--- src/rtl/soc_pkg.sv ---
package soc_pkg;

	// Bus payload types
	typedef logic [31:0] addr_t;
	typedef logic [31:0] data_t;
	typedef logic [3:0]  strb_t;
	typedef logic [1:0]  resp_t;

	// GPIO pins, led_o covers both LED banks
	typedef logic [7:0] led_t;
	typedef logic [3:0] sw_t;

	localparam resp_t RESP_OKAY   = 2'b00;
	localparam resp_t RESP_DECERR = 2'b11;

	// Memory map, the memory end follows from the memory size
	localparam addr_t MEM_START_ADDRESS  = 32'h0000_0000;
	localparam addr_t GPIO_START_ADDRESS = 32'h1000_0000;
	localparam int    GPIO_SPAN          = 16; // Bytes

	// Register offset inside the GPIO window
	typedef logic [$clog2(GPIO_SPAN)-1:0] gpio_off_t;

	localparam gpio_off_t GPIO_SW_OFFSET  = 'h0; // Read only
	localparam gpio_off_t GPIO_LED_OFFSET = 'h4;

endpackage

--- src/rtl/axi_crossbar.sv ---
`timescale 1ns/1ns

module axi_crossbar import soc_pkg::*; #(
	parameter int MEM_ADDR_SIZE = 10
) (
	input  logic  clk_i,
	input  logic  rst_n_i,
	input  addr_t s_awaddr_i,
	input  logic  s_awvalid_i,
	output logic  s_awready_o,
	input  data_t s_wdata_i,
	input  strb_t s_wstrb_i,
	input  logic  s_wvalid_i,
	output logic  s_wready_o,
	output resp_t s_bresp_o,
	output logic  s_bvalid_o,
	input  logic  s_bready_i,
	input  addr_t s_araddr_i,
	input  logic  s_arvalid_i,
	output logic  s_arready_o,
	output data_t s_rdata_o,
	output resp_t s_rresp_o,
	output logic  s_rvalid_o,
	input  logic  s_rready_i,
	output addr_t mem_awaddr_o,
	output logic  mem_awvalid_o,
	input  logic  mem_awready_i,
	output data_t mem_wdata_o,
	output strb_t mem_wstrb_o,
	output logic  mem_wvalid_o,
	input  logic  mem_wready_i,
	input  resp_t mem_bresp_i,
	input  logic  mem_bvalid_i,
	output logic  mem_bready_o,
	output addr_t mem_araddr_o,
	output logic  mem_arvalid_o,
	input  logic  mem_arready_i,
	input  data_t mem_rdata_i,
	input  resp_t mem_rresp_i,
	input  logic  mem_rvalid_i,
	output logic  mem_rready_o,
	output addr_t gpio_awaddr_o,
	output logic  gpio_awvalid_o,
	input  logic  gpio_awready_i,
	output data_t gpio_wdata_o,
	output strb_t gpio_wstrb_o,
	output logic  gpio_wvalid_o,
	input  logic  gpio_wready_i,
	input  resp_t gpio_bresp_i,
	input  logic  gpio_bvalid_i,
	output logic  gpio_bready_o,
	output addr_t gpio_araddr_o,
	output logic  gpio_arvalid_o,
	input  logic  gpio_arready_i,
	input  data_t gpio_rdata_i,
	input  resp_t gpio_rresp_i,
	input  logic  gpio_rvalid_i,
	output logic  gpio_rready_o
);

	// Memory holds 2**MEM_ADDR_SIZE words of 4 bytes
	localparam addr_t MEM_END_ADDRESS =
		MEM_START_ADDRESS + (addr_t'(1) << (MEM_ADDR_SIZE + 2)) - addr_t'(1);
	localparam addr_t GPIO_END_ADDRESS = GPIO_START_ADDRESS + addr_t'(GPIO_SPAN) - addr_t'(1);

	typedef enum logic [2:0] {IDLE, WRITE_FWD, READ_FWD, WAIT_RESP, DEC_ERR, RESP} state_e;
	typedef enum logic [1:0] {TGT_NONE, TGT_MEM, TGT_GPIO} target_e;

	state_e  state_q, state_d;
	target_e tgt_q, req_tgt;
	logic    is_write_q;
	addr_t   addr_q;
	data_t   wdata_q, rdata_q;
	strb_t   wstrb_q;
	resp_t   resp_q;
	logic    wr_accept, rd_accept, resp_done;
	logic    sel_mem, sel_gpio, fwd_wr, fwd_rd, take_b, take_r;
	logic    ep_wr_ready, ep_ar_ready, ep_bvalid, ep_rvalid;
	resp_t   ep_bresp, ep_rresp;
	data_t   ep_rdata;

	function automatic target_e decode(addr_t addr);
		if (addr >= MEM_START_ADDRESS && addr <= MEM_END_ADDRESS)
			return TGT_MEM;
		if (addr >= GPIO_START_ADDRESS && addr <= GPIO_END_ADDRESS)
			return TGT_GPIO;
		return TGT_NONE;
	endfunction

	// Write wins over a read in the same idle cycle
	assign wr_accept = (state_q == IDLE) && s_awvalid_i && s_wvalid_i;
	assign rd_accept = (state_q == IDLE) && s_arvalid_i && !wr_accept;
	assign req_tgt   = wr_accept ? decode(s_awaddr_i) : decode(s_araddr_i);

	assign s_awready_o = wr_accept;
	assign s_wready_o  = wr_accept;
	assign s_arready_o = rd_accept;

	assign sel_mem  = (tgt_q == TGT_MEM);
	assign sel_gpio = (tgt_q == TGT_GPIO);

	// Response of the selected endpoint
	assign ep_wr_ready = sel_mem ? (mem_awready_i && mem_wready_i)
	                             : (gpio_awready_i && gpio_wready_i);
	assign ep_ar_ready = sel_mem ? mem_arready_i : gpio_arready_i;
	assign ep_bvalid   = sel_mem ? mem_bvalid_i  : gpio_bvalid_i;
	assign ep_bresp    = sel_mem ? mem_bresp_i   : gpio_bresp_i;
	assign ep_rvalid   = sel_mem ? mem_rvalid_i  : gpio_rvalid_i;
	assign ep_rdata    = sel_mem ? mem_rdata_i   : gpio_rdata_i;
	assign ep_rresp    = sel_mem ? mem_rresp_i   : gpio_rresp_i;

	assign resp_done = is_write_q ? s_bready_i : s_rready_i;

	always_comb begin
		state_d = state_q;
		unique case (state_q)
			IDLE: begin
				if (wr_accept)
					state_d = (req_tgt == TGT_NONE) ? DEC_ERR : WRITE_FWD;
				else if (rd_accept)
					state_d = (req_tgt == TGT_NONE) ? DEC_ERR : READ_FWD;
			end
			WRITE_FWD: if (ep_wr_ready) state_d = WAIT_RESP;
			READ_FWD:  if (ep_ar_ready) state_d = WAIT_RESP;
			WAIT_RESP: if (is_write_q ? ep_bvalid : ep_rvalid) state_d = RESP;
			DEC_ERR, RESP: if (resp_done) state_d = IDLE;
			default: state_d = IDLE;
		endcase
	end

	always_ff @(posedge clk_i) begin
		if (!rst_n_i) begin
			state_q    <= IDLE;
			tgt_q      <= TGT_NONE;
			is_write_q <= 1'b0;
		end else begin
			state_q <= state_d;
			if (wr_accept || rd_accept) begin
				tgt_q      <= req_tgt;
				is_write_q <= wr_accept;
			end
		end
	end

	always_ff @(posedge clk_i) begin
		if (wr_accept) begin
			addr_q  <= s_awaddr_i;
			wdata_q <= s_wdata_i;
			wstrb_q <= s_wstrb_i;
		end else if (rd_accept) begin
			addr_q <= s_araddr_i;
		end
		// Capture the endpoint answer so it can be held for the master
		if (take_b || take_r) begin
			resp_q  <= is_write_q ? ep_bresp : ep_rresp;
			rdata_q <= is_write_q ? '0 : ep_rdata;
		end
	end

	assign fwd_wr = (state_q == WRITE_FWD);
	assign fwd_rd = (state_q == READ_FWD);
	assign take_b = (state_q == WAIT_RESP) && is_write_q && ep_bvalid;
	assign take_r = (state_q == WAIT_RESP) && !is_write_q && ep_rvalid;

	assign mem_awaddr_o  = addr_q;
	assign mem_araddr_o  = addr_q;
	assign mem_wdata_o   = wdata_q;
	assign mem_wstrb_o   = wstrb_q;
	assign mem_awvalid_o = fwd_wr && sel_mem;
	assign mem_wvalid_o  = fwd_wr && sel_mem;
	assign mem_arvalid_o = fwd_rd && sel_mem;
	assign mem_bready_o  = (state_q == WAIT_RESP) && is_write_q && sel_mem;
	assign mem_rready_o  = (state_q == WAIT_RESP) && !is_write_q && sel_mem;

	assign gpio_awaddr_o  = addr_q;
	assign gpio_araddr_o  = addr_q;
	assign gpio_wdata_o   = wdata_q;
	assign gpio_wstrb_o   = wstrb_q;
	assign gpio_awvalid_o = fwd_wr && sel_gpio;
	assign gpio_wvalid_o  = fwd_wr && sel_gpio;
	assign gpio_arvalid_o = fwd_rd && sel_gpio;
	assign gpio_bready_o  = (state_q == WAIT_RESP) && is_write_q && sel_gpio;
	assign gpio_rready_o  = (state_q == WAIT_RESP) && !is_write_q && sel_gpio;

	// Unmapped access answers straight from DEC_ERR
	assign s_bvalid_o = is_write_q && (state_q == RESP || state_q == DEC_ERR);
	assign s_rvalid_o = !is_write_q && (state_q == RESP || state_q == DEC_ERR);
	assign s_bresp_o  = (state_q == DEC_ERR) ? RESP_DECERR : resp_q;
	assign s_rresp_o  = (state_q == DEC_ERR) ? RESP_DECERR : resp_q;
	assign s_rdata_o  = (state_q == DEC_ERR) ? '0 : rdata_q;

endmodule

--- config.mk ---
export PLATFORM = sky130hd
export DESIGN_NAME = axi_crossbar
export DESIGN_NICKNAME = d
export VERILOG_FILES = /design/src/rtl/soc_pkg.sv /design/src/rtl/axi_crossbar.sv
export SDC_FILE = /design/constraint.sdc
export NUM_CORES = 1
export LEC_CHECK = 0
export BUFFER_PORTS_ARGS = -buffer_cell sky130_fd_sc_hd__buf_4
export CAP_MARGIN = 20
export CORE_AREA = 2 2 170 172
export DETAILED_ROUTE_END_ITERATION = 7
export DIE_AREA = 0 0 172 174
export SETUP_SLACK_MARGIN = 0.15
export SLEW_MARGIN = 20
export SYNTH_ARGS = -nofsm -noshare
export SYNTH_HDL_FRONTEND = slang
export SYNTH_SLANG_ARGS = --single-unit
--- constraint.sdc ---
create_clock -name clk_i -period 8.06 [get_ports clk_i]
set_clock_uncertainty 0.15 [all_clocks]
set_input_delay 1.612 -clock clk_i [delete_from_list [all_inputs] [get_ports clk_i]]
set_output_delay 1.612 -clock clk_i [all_outputs]
set_load 0.01 [all_outputs]
Word level (Yosys, flattened, before mapping)
Index checks and enable logic that the tools add are counted.
Operators by class
  eq/ne operators: 12
  magnitude comparators: 8
  multiplexer cells: 38
  reductions and logical operators: 34
Operators by type and width (count)
  32-bit two-way mux: 4
  32-bit by 1-bit greater-or-equal comparator with 1-bit output, second input constant: 2
  32-bit by 29-bit greater-or-equal comparator with 1-bit output, second input constant: 2
  32-bit by 12-bit <= comparator with 1-bit output, second input constant: 2
  32-bit by 29-bit <= comparator with 1-bit output, second input constant: 2
  2-bit two-way mux: 13
  1-bit logical AND: 24
  3-bit two-way mux: 8
  3-bit case mux with 5 select lines: 1
  1-bit two-way mux: 12
  3-bit by 2-bit == test with 1-bit output, second input constant: 2
  3-bit == test, second input constant: 2
  5-bit AND reduction: 1
  2-bit by 1-bit inequality test with 1-bit output, second input constant: 2
  2-bit inequality test, second input constant: 2
  3-bit by 1-bit == test with 1-bit output, second input constant: 1
  3-bit zero test: 1
  1-bit logical OR: 3
  3-bit inequality test, second input constant: 1
  2-bit by 1-bit == test with 1-bit output, second input constant: 1
  2-bit == test, second input constant: 1
  1-bit zero test: 2
  2-bit zero test: 1
  2-bit nonzero test: 1
  2-bit OR reduction: 1
Storage, ports and cells
  flip-flop bits (word level): 108
  word-level logic and storage cells: 100
  input port bits: 189
  output and inout port bits: 251

Logic depth before layout (Yosys ltp)
  depth in word-level cells: 12
  mapped depth: 7
  depth with buffers taken out: 6

Worst setup path before layout
OpenSTA, ideal clock, no wires.
  kind: input -> output
  start: input port s_wvalid_i
  end: output port s_wready_o
  slack: 2.862 ns
  path buffers: 2
  required time: 6.298 ns
  cell stages on the path: 4
  data arrival time: 3.436 ns
  path through: nand3_4 -> inv_2 -> clkbuf_1 -> buf_4
On the way
  word-level cells in the longest chain between the ends: 1
Ends and longest elaborated chain
  from (decl): line axi_crossbar.sv:13  | input logic s_wvalid_i,
  1-bit logical AND: line axi_crossbar.sv:91  | assign wr_accept = (state_q == IDLE) && s_awvalid_i && s_wvalid_i;
  to (decl): line axi_crossbar.sv:14  | output logic s_wready_o,
No other way between the ends.

Final worst setup path
  start: input port s_wvalid_i
  end: output port s_awready_o
On the way
  word-level cells in the longest chain between the ends: 1
Ends and longest elaborated chain
  1-bit logical AND: line axi_crossbar.sv:91
  to (decl): line axi_crossbar.sv:10  | output logic s_awready_o,
No other way between the ends.

==> run_results.csv <==
group,metric,value,unit
sta,setup-violations-final,0,
sta,max_clock_freq,225,MHz
logic_synthesis,synth.distinct_cells,40,
sta,timing.final.crit_period,4.45,ns
sta,grt_setup_unrepaired,"no",
status,status,"finished clean",
logic_synthesis,seq_area_frac_synth,0.542,
die,die_h,174,um
place,dpl_cell_area,8580,um2
die,design.portCount,440,
worst_setup_path,cp_data_required_time,6.30,ns
die,core-area,28200,um2
power,power_leakage,4.02,nW
worst_setup_path,start_kind,"input pin",
finish,layout-area-overhead-vs-synth,51.4,%
global_route,grt_first_pass_wirelength,29.4,mm
global_route,grt-ovfl-total,0,
clock_network,cts_tree,"yes",
worst_setup_path,maximum_fanout_along_the_worst_path,36,
clock_network,cts-root-buf,"clkbuf_16",
finish,multiInputGateArea,1550,um2
global_route,grt_max_degree,54,
detailed_routing,antenna_left,0,
clock_network,cts-resized-gates,0,
place,place.detailed.instances,1250,
die,fp-row-count,62,
global_route,groute.layer.met3.usage,0.0344,
sta,fin_worst_hold_slack,0.479,ns
detailed_routing,vias,4993,
worst_setup_path,r2r_setup_slack,5.21,ns
die,die_x,172,um
detailed_routing,post_detailed_routing_wire_length,21.2,mm
detailed_routing,remaining_drcs,0,
detailed_routing,firstDrtPassIters,5,
place,place.port_buffers,439,
finish,finalNonFillerCells,1266,
global_route,gr-usage-met1,0.152,
clock_network,cts_inserted_buffers,9,
power,irDropWorstVdd,87.1,uV
global_route,grt_pass1_vias,4874,
detailed_routing,drt-wirelength-per-cell,16.7,um
finish,fill_cells,2978,
finish,regArea,3180,um2
worst_setup_path,timing.critical_path.to_type,"primary output",
finish,number_of_antenna_cells_inserted,0,
logic_synthesis,syn_avg_cell_area,10.1,um2
clock_network,post-cts-setup-buffers,0,
worst_hold_path,min_path_type,"reg -> reg",
power,power_density,190,nW/um2
worst_setup_path,worstPathArrival,2.69,ns
run,drv_cap,0,
logic_synthesis,synthesis.area,5870,um2
finish,final_core_utilization,0.315,
detailed_routing,first_iter_violations,182,
logic_synthesis,ys.warnings.count,0,
sta,timing.max_slew.rel_slack,0.335,
clock_network,cts.hold.buffers_added,0,
place,dp_hpwl,17.4,mm
sta,post-route-period-util,0.553,
clock_network,clk_path_buf_depth,2,
finish,fin_nets,1066,
sta,postLayoutSetupSlackWorst,3.61,ns
global_route,gr-usage-met2,0.245,
global_route,groute.usage.overall,0.133,
global_route,busiest_layer,"met2",
place,detailedPlace.worstSlack,3.57,ns
die,initial_utilization,0.208,
global_route,antenna_found_initial,0,
die,overall_die_area,29900,um2
logic_synthesis,count_of_mapped_cells_out_of_synthesis,581,
clock_network,numClockSinks,108,
finish,drive_above_1_share,0.541,
clock_network,clock_tree.htree_level_count,3,
sta,setup-tns-final,0,ns
logic_synthesis,ys_ff_latch,108,
worst_setup_path,worstSetupPathType,"in -> out",
power,total_chip_power,1.69,mW
place,place.gp.congestion,0.831,
clock_network,clk_transition_reported_paths,0.08,ns
finish,stdcell_area,8890,um2
sta,worst_pin_slew,0.972,ns
sta,final_hold_viol_count,0,
sta,final-max-slew-violation-count,0,
detailed_routing,vias_per_cell,3.94,
clock_network,worst_skew_pair.late_latency,0.35,ns
logic_synthesis,mapped_nets,770,
## cells in the final DEF, fill, tap and decap left out, drive strengths merged, types with 3 or more instances in the layout
cell type / n
a21oi: 37
buf: 446
clkbuf: 9
clkinv: 3
dfxtp: 6
edfxtp: 102
inv: 9
mux4: 3
nand2: 169
nand3: 9
nor2: 12
nor2b: 33
nor3: 6
nor4: 12
## logic make-up after synthesis
kind of cell / synth area share
simple gates: 0.190
mux: 0.0151
flops: 0.542
compound gates: 0.0569
buf+inv: 0.196
## worst max-delay path: stages
cell and delay (ns):
buf_4 0.13, nand3_4 0.06, buf_4 0.36, inv_2 0.28, buf_4 0.23
## report_power, final
| group | switching, mW | internal (mW) | total, mW |
|---|---|---|---|
| Clock | 0.242 | 0.222 | 0.464 |
| Sequential | 0.0512 | 0.673 | 0.725 |
| Combinational | 0.243 | 0.261 | 0.504 |
| Total | 0.536 | 1.16 | 1.69 |
## flip-flops by register name, indices dropped and copies added, names as in the netlist
register / count
is_write_q: 1
state_q: 3
gpio_araddr_o: 32
rdata_q: 32
gpio_wdata_o: 32
gpio_wstrb_o: 4
tgt_q: 2
resp_q: 2
## layer usage
| metal | share of wire | up-vias | wire (um) |
|---|---|---|---|
| met5 | 0 | - | 0 |
| met4 | 0.015 | 0 | 316 |
| met3 | 0.077 | 14 | 1620 |
| met2 | 0.52 | 259 | 10900 |
| met1 | 0.39 | 2307 | 8300 |
| li1 | - | 2413 | - |
## cell usage after synthesis
master	instances	area share
a41o_1	1	0.0017
dfxtp_1	6	0.020
o21a_1	1	0.0013
nor4_2	1	0.0021
nor3_2	1	0.0017
nand3_4	1	0.0030
inv_1	5	0.0032
o211a_1	2	0.0034
buf_6	1	0.0019
or2_2	2	0.0021
mux4_2	3	0.012
inv_2	1	0.00064
a211o_1	1	0.0015
a2111o_1	1	0.0019
nand3_1	8	0.0068
nor3_1	5	0.0043
buf_4	137	0.18
mux2i_1	1	0.0017
nand2b_1	2	0.0021
o22ai_2	1	0.0021
edfxtp_1	102	0.52
a221oi_2	1	0.0026
buf_2	1	0.00085
o221ai_1	2	0.0030
nand4b_1	1	0.0015
nor2b_1	33	0.035
nand2_1	169	0.11
nor2_1	12	0.0077
a2111oi_0	1	0.0015
a21oi_1	37	0.032
buf_1	1	0.00064
o41a_1	1	0.0019
or3_1	2	0.0021
clkbuf_1	21	0.013
o2111ai_1	1	0.0015
a2111oi_1	1	0.0017
and3_1	1	0.0011
nor4_1	11	0.012
a21boi_0	1	0.0013
mux2_2	1	0.0019
## path summary, 6_finish.rpt
path              startpoint          end  depth (start not counted)
hold / removal      tgt_q[0]     tgt_q[0]                          1
setup / recovery  s_wvalid_i  s_awready_o                          5
setup reg to reg  state_q[2]   state_q[1]                          7
hold reg to reg     tgt_q[0]     tgt_q[0]                          1
## final cells by class
cell class / instances / area share
Sequential cell: 108 / 0.358
Multi-Input combinational cell: 306 / 0.174
Tap cell: 384 / 0.0541
Clock inverter: 7 / 0.00901
Clock buffer: 9 / 0.0253
Timing Repair Buffer: 446 / 0.377
Inverter: 6 / 0.00253
(Power assumes the default switching activity.)
