==> config.mk <==
export PLATFORM = sky130hd
export DESIGN_NAME = gpio_axi
export DESIGN_NICKNAME = d
export VERILOG_FILES = /design/src/rtl/soc_pkg.sv /design/src/rtl/gpio_axi.sv
export SDC_FILE = /design/constraint.sdc
export NUM_CORES = 1
export LEC_CHECK = 0
export ABC_AREA = 1
export BUFFER_PORTS_ARGS = -buffer_cell sky130_fd_sc_hd__buf_4
export CAP_MARGIN = 25
export CORE_MARGIN = 5
export CORE_UTILIZATION = 34
export DETAILED_ROUTE_END_ITERATION = 10
export PLACE_DENSITY_LB_ADDON = 0.3
export SLEW_MARGIN = 20
export SYNTH_ARGS = -nofsm -noshare
export SYNTH_HDL_FRONTEND = slang
export SYNTH_SLANG_ARGS = --single-unit
==> constraint.sdc <==
create_clock -name clk_i -period 1.6 [get_ports clk_i]
set_input_delay 0.32 -clock clk_i [delete_from_list [all_inputs] [get_ports clk_i]]
set_output_delay 0.32 -clock clk_i [all_outputs]
set_load 0.05 [all_outputs]
==> src/rtl/soc_pkg.sv <==
package soc_pkg;

	// Bus payload types
	typedef logic [31:0] addr_t;
	typedef logic [31:0] data_t;
	typedef logic [3:0]  strb_t;
	typedef logic [1:0]  resp_t;

	// GPIO pins, led_o covers both LED banks
	typedef logic [7:0] led_t;
	typedef logic [3:0] sw_t;

	localparam resp_t RESP_OKAY   = 2'b00;
	localparam resp_t RESP_DECERR = 2'b11;

	// Memory map, the memory end follows from the memory size
	localparam addr_t MEM_START_ADDRESS  = 32'h0000_0000;
	localparam addr_t GPIO_START_ADDRESS = 32'h1000_0000;
	localparam int    GPIO_SPAN          = 16; // Bytes

	// Register offset inside the GPIO window
	typedef logic [$clog2(GPIO_SPAN)-1:0] gpio_off_t;

	localparam gpio_off_t GPIO_SW_OFFSET  = 'h0; // Read only
	localparam gpio_off_t GPIO_LED_OFFSET = 'h4;

endpackage

==> src/rtl/gpio_axi.sv <==
`timescale 1ns/1ns

module gpio_axi import soc_pkg::*; (
	input  logic  clk_i,
	input  logic  rst_n_i,
	input  addr_t awaddr_i,
	input  logic  awvalid_i,
	output logic  awready_o,
	input  data_t wdata_i,
	input  strb_t wstrb_i, // LED writes take the whole byte regardless
	input  logic  wvalid_i,
	output logic  wready_o,
	output resp_t bresp_o,
	output logic  bvalid_o,
	input  logic  bready_i,
	input  addr_t araddr_i,
	input  logic  arvalid_i,
	output logic  arready_o,
	output data_t rdata_o,
	output resp_t rresp_o,
	output logic  rvalid_o,
	input  logic  rready_i,
	input  sw_t   sw_i,
	output led_t  led_o
);

	gpio_off_t woff, roff;
	sw_t       sw_meta, sw_sync;
	logic      busy, wr_go, rd_go;

	assign woff = gpio_off_t'(awaddr_i);
	assign roff = gpio_off_t'(araddr_i);

	assign busy  = bvalid_o || rvalid_o;
	assign wr_go = awvalid_i && wvalid_i && !busy;
	assign rd_go = arvalid_i && !busy && !wr_go;

	assign awready_o = wr_go;
	assign wready_o  = wr_go;
	assign arready_o = rd_go;
	assign bresp_o   = RESP_OKAY;
	assign rresp_o   = RESP_OKAY;

	// Switches are asynchronous to clk_i
	always_ff @(posedge clk_i) begin
		sw_meta <= sw_i;
		sw_sync <= sw_meta;
	end

	always_ff @(posedge clk_i) begin
		if (rd_go) begin
			unique case (roff)
				GPIO_SW_OFFSET:  rdata_o <= data_t'(sw_sync);
				GPIO_LED_OFFSET: rdata_o <= data_t'(led_o);
				default:         rdata_o <= '0;
			endcase
		end
	end

	always_ff @(posedge clk_i) begin
		if (!rst_n_i) begin
			led_o    <= '0;
			bvalid_o <= 1'b0;
			rvalid_o <= 1'b0;
		end else begin
			if (wr_go && woff == GPIO_LED_OFFSET)
				led_o <= led_t'(wdata_i);
			if (wr_go)
				bvalid_o <= 1'b1;
			else if (bvalid_o && bready_i)
				bvalid_o <= 1'b0;
			if (rd_go)
				rvalid_o <= 1'b1;
			else if (rvalid_o && rready_i)
				rvalid_o <= 1'b0;
		end
	end

endmodule

Word level (Yosys, flattened, before mapping)
Cells that the tools add are included.
- logic and storage cells: 26
- flip-flop bits (word level): 50
- output and inout port bits: 49
- ROM bits: 0
- memory bits (writable): 0
- latch bits: 0
- memories kept: 0
- input port bits: 111
- muxes and demuxes: 5
- shift-type cells: 0
- magnitude comparators: 0
- $mul: 0
- bitwise logic cells: 0
- add/sub/neg operators: 0
- equal/unequal tests: 2
- reductions and logical operators: 13
- divide/modulo/power cells: 0
- operators with widths (operator ; count):
    one-hot mux 8 bit (2 select lines) ; 1
    equality test 4 x 3 -> 1 bit, second input constant ; 2
    logical AND 1 bit ; 7
    logical NOT 4 bit ; 1
    2-to-1 mux 1 bit ; 4
    nonzero test 2 bit ; 2
    logical NOT 1 bit ; 2
    logical OR 1 bit ; 1

Longest topological paths before layout
Gate-level depths: netlist of the first run.
- depth in word-level cells: 6
- depth in mapped cells: 6
- gate-level depth less buffers: 6

Least setup slack after synthesis of the first run
Ideal clock, no wire load.
- path kind: register to output
- start: reg rvalid_o
- end: out wready_o
- required time: 1.280 ns
- buffers on the path: 1
- setup slack: -0.074 ns
- data arrival time: 1.354 ns
- stages on the path, launching flop included: 5
- cell sequence: dfxtp_1 inv_1 nand2_2 nor2_4 buf_4
- longest elaborated chain between the ends: 3
- ends and longest elaborated chain (what ; line ; text):
    from (decl) ; gpio_axi.sv:21 ; output logic rvalid_o,
    from (signal assigned) ; gpio_axi.sv:64 ; rvalid_o <= 1'b0;
    from (signal assigned) ; gpio_axi.sv:73 ; rvalid_o <= 1'b1;
    from (signal assigned) ; gpio_axi.sv:75 ; rvalid_o <= 1'b0;
    logical OR 1 bit ; gpio_axi.sv:34 ; assign busy = bvalid_o || rvalid_o;
    logical NOT 1 bit ; gpio_axi.sv:35 ; assign wr_go = awvalid_i && wvalid_i && !busy;
    logical AND 1 bit ; gpio_axi.sv:35 ;
    to (decl) ; gpio_axi.sv:12 ; output logic wready_o,
No other way between the ends.

Final worst setup path of the first run
Same ends and word-level chain as after synthesis.

==> results of run 1 <==
## kinds of logic after synthesis
group	Yosys count	synth area share, %
AOI/OAI and AO/OA	5	1.976
other	1	0.2962
DFF	26	47.43
and+or+nand+nor	59	25.10
buffers and inverters	54	25.20
## through the flow
step,hold slack [ps],std cells,cell area [sq um]
floorplan,309.6,172,1378
global placement,311.0,238,1565
detailed placement,313.2,238,1565
CTS,151.8,242,1637
global route,143.7,242,1642
finish,155.4,242,1642
## registers in the layout (all words and copies together) (netlist names)
register  count
rdata_o       8
sw_meta       4
rvalid_o      1
led_o         8
bvalid_o      1
sw_sync       4
## worst paths after layout
path	startpoint	endpoint	slack [ps]
worst min-delay path	sw_i[2]	sw_meta[2]	160
worst max-delay path	rvalid_o	wready_o	70
worst min register to register	sw_meta[2]	sw_sync[2]	330
worst max register to register	rvalid_o	rdata_o[5]	460
## layout make-up
type                            count  area share (%)
Clock buffer                        3           2.515
Clock inverter                      1           1.829
Inverter                           24           5.716
Multi-Input combinational cell     92           27.59
Sequential cell                    26           36.74
Tap cell                           48           3.659
Timing Repair Buffer               48           21.95
## metal layers
metal	vias to the layer above	track usage (%)	part of all wire, %
met4	0	3.132	1.3
li1	479	-	-
met5	-	0	0
met2	44	13.80	44
met3	2	0.8523	10
met1	338	11.27	44
## repair_timing
action                                  CTS  global route
resized for setup                         0             1
endpoints found under the setup margin    0             3
setup buffers                             0             0
## power by group
group	total, uW	switching [uW]	internal (uW)	leakage (uW)
Combinational	401	304	97.0	0.000540
Clock	523	189	334	0.0000357
Sequential	722	12.3	710	0.000224
Total	1650	506	1140	0.000801
## critical path: cells and delay by family (launching register included)
kind | cells | cell delay (ps)
buffers and inverters | 2 | 330
flip-flops | 1 | 350
AND/OR/NAND/NOR | 2 | 270
## cell usage in the layout, fill, tap and decap left out, drive strengths merged, types with 3 or more instances in the layout
cell and count:
clkbuf 3, nor2 30, inv 23, buf 48, conb 28, edfxtp 8, dfxtp 18, nand3 14
o21ai 4, nand2 13
==> summary.txt, run 1 <==
outcome: complete, no violations
slowest cell delay on critical path: 350 ps
Synth top cells by count: 29 x buf_4, 24 x nor2_1, 21 x inv_1
CTS Buffer Depth: 2
pwr dens: 1003 nW/um^2
final setup fails: 0
core area: 3633 sq um
Layout Nets: 306
ratio of cells with drive above 1 in the final layout: 36.60%
vias in the first global route: 769
most numerous cell in the Yosys netlist: buf_4
number of top-level pins: 160
Async S/R FF share, synth: 0%
die height: 71.03 microns
element type at the critical path end: primary output
antenna violations before repair: 0
FF+latch area: 603.1 sq um
I/O Buffers: 47
Starting DRT DRC Count: 23
area fraction of the dominant cell type after synthesis: 28.46%
Fin Clk Skew: 1.888 ps
CTS tree: done
CP startpoint kind: flop
number of flops mapped to enable cells by yosys: 8
clock sink total: 26
DRC Markers: 0
pre-CTS setup slack: 239.1 ps
R2R cell count: 4
worst setup path category: flop to primary output
detailed-route via count: 863
critical path, cell by cell: inv_1, nand2_2, nor2_4, buf_4
cell taking the most area after synthesis: dfxtp_1
Critical Path RT: 1280 ps
Critical Path Fanout Max: 11
RSZ-0062 raised after global routing: false
synthesized area: 1266 sq um
first-pass iteration count of the detailed router: 3
LEAKAGE: 0.0008006 uW
worst hold path class: primary input to flop
Synth area leaders: dfxtp_1 28%, edfxtp_1 19%, buf_4 17%
post-synthesis sequential area ratio: 47.43%
Synth Register Bits: 26
Hold Buf Count CTS: 0
Post-synth top flop: dfxtp_1
first-pass GRT wire length: 3.498 mm
Initial Util: 34.85%
Tot Pwr: 1646 uW
hpwl dp: 1.921 mm
Fillers: 386
fmax: 654.4 MHz
final core occ: 45.18%
worst hold path cell count: 1
slowest CP cell: dfxtp_2
H-Tree Level Count: 1
clock buffer count from CTS: 3
distinct cell type count after synthesis: 20
count of synthesis-stage warnings from yosys: 0
crit path time final: 1528 ps
antenna diode count: 0
final period utilization: 95.51%
Routed WL per cell: 9.289 microns
cell row count: 22
WL final: 2.248 mm
Max VDD drop: 0.4222 mV
Arr. time, crit path: 1210 ps
multi-input logic area: 452.9 sq um
Root Buffer: clkbuf_8
die area: 5045 sq um
Final Max Tran Viols: 0
largest net degree at the start of global routing: 16
setup TNS: 0 ps
syn_area_per_cell: 8.733 sq um
final worst slack: 71.90 ps
post-route ant nets: 0
Clk Latency, worst-skew pair: 260 ps
area grow syn2layout: 29.64%
via/cell ratio: 3.566
Final Hold Fails: 0
Horiz. Die Dim: 71.03 microns
Synth Instances: 145
RePlAce Congestion: 0.7199
Global Route Usage Sum: 8.368%
max cap viols: 0
Worst-path clk slew: 90 ps
grt total ovfl: 0
(Power assumes the default switching activity.)
==> run 2: changes to the inputs <==
--- a/config.mk
+++ b/config.mk
@@ -12,6 +12,7 @@
 export CORE_UTILIZATION = 34
 export DETAILED_ROUTE_END_ITERATION = 10
 export PLACE_DENSITY_LB_ADDON = 0.3
+export RECOVER_POWER = 25
 export SLEW_MARGIN = 20
 export SYNTH_ARGS = -nofsm -noshare
 export SYNTH_HDL_FRONTEND = slang
==> run 2 against run 1 <==
Maximum frequency about the same; utilization decreased by 0.31 points; total power decreased by 0.19%; die area unchanged; non-clock buffer count unchanged; count of clock-buffer cells in the layout unchanged.
==> summary.txt, run 2 (synthesis results as in run 1) <==
Tot Pwr: 1643 uW (-0.19%)
hpwl dp: 1.921 mm (unchanged)
Max VDD drop: 0.4238 mV (+0.37%)
RR Endpoint: rdata_o[1]
Routed WL per cell: 9.314 microns (+0.27%)
commonest non-fill, non-tap cells in the layout: 43 x buf_4, 28 x conb_1, 25 x nor2_1
H-Tree Level Count: 1 (unchanged)
CP startpoint kind: flop
CTS Buffer Depth: 2 (unchanged)
via/cell ratio: 3.562 (-0.12%)
hold path endpoint: sw_meta[2]
final setup fails: 0 (unchanged)
Root Buffer: clkbuf_8
largest net degree at the start of global routing: 16 (unchanged)
Critical Path Fanout Max: 11 (unchanged)
fmax: 653.8 MHz (about the same)
worst setup path category: flop to primary output
final period utilization: 95.59% (about the same)
multi-input logic area: 441.7 sq um (-2.5%)
WL final: 2.254 mm (+0.27%)
Fin Clk Skew: 0.7282 ps (-1.160 ps)
cell row count: 22 (unchanged)
ratio of cells with drive above 1 in the final layout: 35.57% (-1.0 points)
LEAKAGE: 0.0007934 uW (-0.91%)
max cap viols: 0 (unchanged)
worst hold path cell count: 1 (unchanged)
setup TNS: 0 ps (unchanged)
crit path time final: 1530 ps (+1.404 ps)
post-cts resize count: 0 (unchanged)
RSZ-0062 raised after global routing: false
FF+latch area: 603.1 sq um (unchanged)
Worst-path clk slew: 90 ps (about the same)
Hold Buf Count CTS: 0 (unchanged)
slowest CP cell: dfxtp_2
most common cell after layout, fill and taps aside: buf_4
Initial Util: 34.85% (unchanged)
Global Route Usage Sum: 8.368% (unchanged)
CTS tree: done
area grow syn2layout: 28.75%
element type at the critical path end: primary output
Fillers: 389 (+0.78%)
DRC Markers: 0 (unchanged)
clock sink total: 26 (unchanged)
critical path, cell by cell: inv_1, nand2_2, nor2_4, buf_4
clock buffer count from CTS: 3 (unchanged)
antenna diode count: 0 (unchanged)
outcome: complete, no violations
Horiz. Die Dim: 71.03 microns (unchanged)
hold_sp: sw_i[2]
I/O Buffers: 47 (unchanged)
Layout Nets: 306 (unchanged)
die height: 71.03 microns (unchanged)
pwr dens: 1008 nW/um^2 (+0.49%)
Clk Latency, worst-skew pair: 260 ps (about the same)
Arr. time, crit path: 1210 ps (about the same)
Regs by FF count: led_o (8), rdata_o (8)
Starting DRT DRC Count: 24 (+4.3%)
grt total ovfl: 0 (unchanged)
worst hold path class: primary input to flop
critical path's top delay family: flip-flops
r2r setup slk: 460 ps (about the same)
post-route ant nets: 0 (unchanged)
RePlAce Congestion: 0.7199 (unchanged)
slowest cell delay on critical path: 350 ps (about the same)
detailed-route via count: 862 (-0.12%)
Critical Path RT: 1280 ps (about the same)
first-pass iteration count of the detailed router: 3 (unchanged)
Final Max Tran Viols: 0 (unchanged)
final core occ: 44.87% (-0.31 points)
Final Hold Fails: 0 (unchanged)
R2R cell count: 4 (unchanged)
CP bufs+invs: 2 (unchanged)
die area: 5045 sq um (unchanged)
Post-CTS Setup Repair Bufs: 0 (unchanged)
vias in the first global route: 769 (unchanged)
antenna violations before repair: 0 (unchanged)
number of top-level pins: 160 (unchanged)
R2R Path Start: rvalid_o
first-pass GRT wire length: 3.498 mm (unchanged)
core area: 3633 sq um (unchanged)
[run 2: per-stage QoR]
step	cells	setup slack, ps	hold slack (ps)	cell area [sq um]
after floorplan	172	82.43	309.6	1378
after global placement	238	264.4	311.0	1565
after detailed placement	238	239.1	313.2	1565
after CTS	242	45.11	151.8	1637
after global routing	242	5.485	165.9	1630
final	242	70.49	177.6	1630
[run 2: worst max-delay path by stage]
stage / slack (ps) / from / cells after the start / endpoint
final: 70 / rvalid_o / 4 / wready_o
after global routing: 5 / rvalid_o / 4 / awready_o
after CTS: 50 / rvalid_o / 4 / arready_o
after detailed placement: 240 / awvalid_i / 5 / arready_o
after global placement: 260 / awvalid_i / 5 / arready_o
after floorplan: 80 / rvalid_o / 4 / wready_o
[run 2: power breakdown]
| part | internal, uW | switching [uW] | total [uW] |
|---|---|---|---|
| logic | 94.9 | 302 | 397 |
| registers | 710 | 12.4 | 722 |
| clock network | 334 | 190 | 524 |
| total | 1140 | 505 | 1640 |
[run 2: final cells by class]
type | instances | share of cell area [%]
clock inverter | 1 | 1.842
tap | 48 | 3.684
inverter | 24 | 5.756
sequential | 26 | 36.99
multi-input combinational | 92 | 27.09
clock buffer | 3 | 2.533
timing repair buffer | 48 | 22.10
[run 2: per-layer routing]
| metal | wire length [microns] | vias to the layer above | global-route usage (%) |
|---|---|---|---|
| met3 | 234 | 2 | 0.8523 |
| met4 | 29 | 0 | 3.132 |
| met1 | 1004 | 337 | 11.27 |
| met2 | 986 | 44 | 13.80 |
| met5 | 0 | - | 0 |
| li1 | - | 479 | - |
==> run 3: changes to the inputs <==
--- a/config.mk
+++ b/config.mk
@@ -8,11 +8,12 @@
 export ABC_AREA = 1
 export BUFFER_PORTS_ARGS = -buffer_cell sky130_fd_sc_hd__buf_4
 export CAP_MARGIN = 25
-export CORE_MARGIN = 5
+export CORE_MARGIN = 2
 export CORE_UTILIZATION = 34
 export DETAILED_ROUTE_END_ITERATION = 10
 export PLACE_DENSITY_LB_ADDON = 0.3
 export RECOVER_POWER = 25
+export REMOVE_ABC_BUFFERS = 1
 export SLEW_MARGIN = 20
 export SYNTH_ARGS = -nofsm -noshare
 export SYNTH_HDL_FRONTEND = slang
==> run 3 against run 2 <==
Count of clock-buffer cells in the layout did not move; clock power decreased by 1%; via count is 4.3% higher; critical endpoint is now arready_o; non-clock buffer count increased by 2; global-route usage up 0.94 points; cell area is 0.23% higher; cell count is 0.83% higher; combinational power about the same; maximum frequency is 3.0% higher; sequential cell count stayed put; clock skew increased by 2.4 ps; first-iteration DRC count fell by 21%.
==> summary.txt, run 3 (synthesis results as in run 1) <==
setup TNS: 0 ps (unchanged)
largest net degree at the start of global routing: 16 (unchanged)
max cap viols: 0 (unchanged)
clock power share: 31.7% (-0.2 points)
clock sink total: 26 (unchanged)
most common cell after layout, fill and taps aside: buf_4
H-Tree Level Count: 1 (unchanged)
NetSw: 493.9 uW (-2.1%)
outcome: complete, no violations
DRC Markers: 0 (unchanged)
Placed Cells: 238 (unchanged)
crit path time final: 1485 ps (-44.77 ps)
via/cell ratio: 3.684 (+3.4%)
detailed-route via count: 899 (+4.3%)
Clk Latency, worst-skew pair: 260 ps (about the same)
commonest non-fill, non-tap cells in the layout: 45 x buf_4, 28 x conb_1, 25 x nor2_1
Final Max Tran Viols: 0 (unchanged)
Starting DRT DRC Count: 19 (-21%)
CTS tree: done
hpwl dp: 1.720 mm (-10%)
cell row count: 22 (unchanged)
Max VDD drop: 0.3839 mV (-9.4%)
worst hold path cell count: 1 (unchanged)
RSZ-0062 raised after global routing: false
hold_sp: sw_i[3]
CTS Buffer Depth: 2 (unchanged)
first-pass GRT wire length: 3.091 mm (-12%)
antenna diode count: 0 (unchanged)
post-cts resize count: 0 (unchanged)
R2R Path Start: rvalid_o
post-route ant nets: 0 (unchanged)
RePlAce Congestion: 0.7431 (+3.2%)
worst hold path class: primary input to flop
Final Non-Filler Cells: 244 (+0.83%)
Critical Path RT: 1280 ps (about the same)
Critical Path Fanout Max: 3 (-8)
worst setup path category: flop to primary output
CP startpoint kind: flop
die height: 65.03 microns (-8.4%)
final core occ: 44.97% (+0.10 points)
final setup fails: 0 (unchanged)
Post-CTS Setup Repair Bufs: 0 (unchanged)
clock buffer count from CTS: 3 (unchanged)
Seq pwr share: 44.1% (+0.2 points)
LEAKAGE: 0.0008091 uW (+2.0%)
Max Used Layer: met3
internal power: 1140 uW (+0.16%)
Met1 Wirelength: 909 microns (-9.5%)
RR Endpoint: rdata_o[7]
vias in the first global route: 720 (-6.4%)
area grow syn2layout: 29.05%
antenna violations before repair: 0 (unchanged)
I/O Buffers: 47 (unchanged)
Fillers: 393 (+1.0%)
R2R cell count: 4 (unchanged)
Horiz. Die Dim: 65.03 microns (-8.4%)
met3 WL: 215 microns (-8.1%)
ratio of cells with drive above 1 in the final layout: 34.18% (-1.4 points)
Global Route Usage Sum: 9.304% (+0.94 points)
Sw Share: 30.22% (-0.49 points)
Routed WL per cell: 8.217 microns (-12%)
Arr. time, crit path: 1160 ps (-50 ps)
Fin Clk Skew: 3.151 ps (+2.423 ps)
Root Buffer: clkbuf_8
pwr dens: 1000 nW/um^2 (-0.77%)
WL final: 2.005 mm (-11%)
Worst-path clk slew: 80 ps (about the same)
Initial Util: 34.85% (unchanged)
r2r setup slk: 450 ps (about the same)
logic gate share of total power: 24.2% (about the same)
first-pass iteration count of the detailed router: 4 (+1)
Final Hold Fails: 0 (unchanged)
final period utilization: 92.80% (-2.8 points)
DR WL met2: 880 microns (-11%)
Regs by FF count: led_o (8), rdata_o (8)
die area: 4228 sq um (-16%)
hold path endpoint: sw_meta[3]
Hold Buf Count CTS: 0 (unchanged)
fmax: 673.5 MHz (+3.0%)
grt total ovfl: 0 (unchanged)
element type at the critical path end: primary output
number of top-level pins: 160 (unchanged)
Layout Nets: 308 (+0.65%)
core area: 3633 sq um (unchanged)
-- run 3: changes by cell type in the layout (fill, tap and decap cells not counted), sizes merged --
cell,previous run,this run
buf,43,45
clkinvlp,1,0
inv,23,24
-- run 3: cell type report --
class / count / area (sq um) / area share [%]
Clock buffer: 3 / 41.29 / 2.527
Clock inverter: 1 / 30.03 / 1.838
Inverter: 24 / 90.09 / 5.513
Multi-Input combinational cell: 92 / 436.7 / 26.72
Sequential cell: 26 / 600.6 / 36.75
Tap cell: 48 / 60.06 / 3.675
Timing Repair Buffer: 50 / 375.4 / 22.97
-- run 3: per-stage QoR --
step | instance area (sq um) | hold WS (ps) | setup slack (ps) | power (uW)
floorplan | 1139 | 309.6 | -44.14 | 1028
global placement | 1559 | 311.3 | 312.5 | 1132
detailed placement | 1559 | 314.4 | 309.4 | 1134
CTS | 1630 | 150.6 | 43.59 | 1651
global route | 1634 | 161.1 | 28.51 | 1692
finish | 1634 | 176.7 | 115.3 | 1634
-- run 3: power groups by stage --
| stage | clock, uW | combinational, uW | sequential, uW |
|---|---|---|---|
| after floorplan | 0 | 225 | 803 |
| after global placement | 0 | 396 | 737 |
| after detailed placement | 0 | 397 | 737 |
| after CTS | 532 | 397 | 721 |
| after global routing | 551 | 418 | 723 |
| final | 517 | 396 | 721 |
-- run 3: critical path, cell delays in order, from the launching register on --
cell	delay [ps]
dfxtp_1	360
nor2_4	140
nand3_1	100
inv_1	100
buf_4	200
-- run 3: how the worst max path moves through the flow --
stage                    from         end
floorplan            rvalid_o  rdata_o[0]
global placement    awvalid_i    wready_o
detailed placement  awvalid_i    wready_o
CTS                  rvalid_o    wready_o
global route         rvalid_o   arready_o
finish               rvalid_o   arready_o
-- run 3: layer usage --
| metal | vias up | global-route usage [%] |
|---|---|---|
| met3 | 0 | 1.910 |
| met1 | 362 | 12.36 |
| met5 | - | 0 |
| met4 | 0 | 3.906 |
| li1 | 484 | - |
| met2 | 53 | 14.69 |
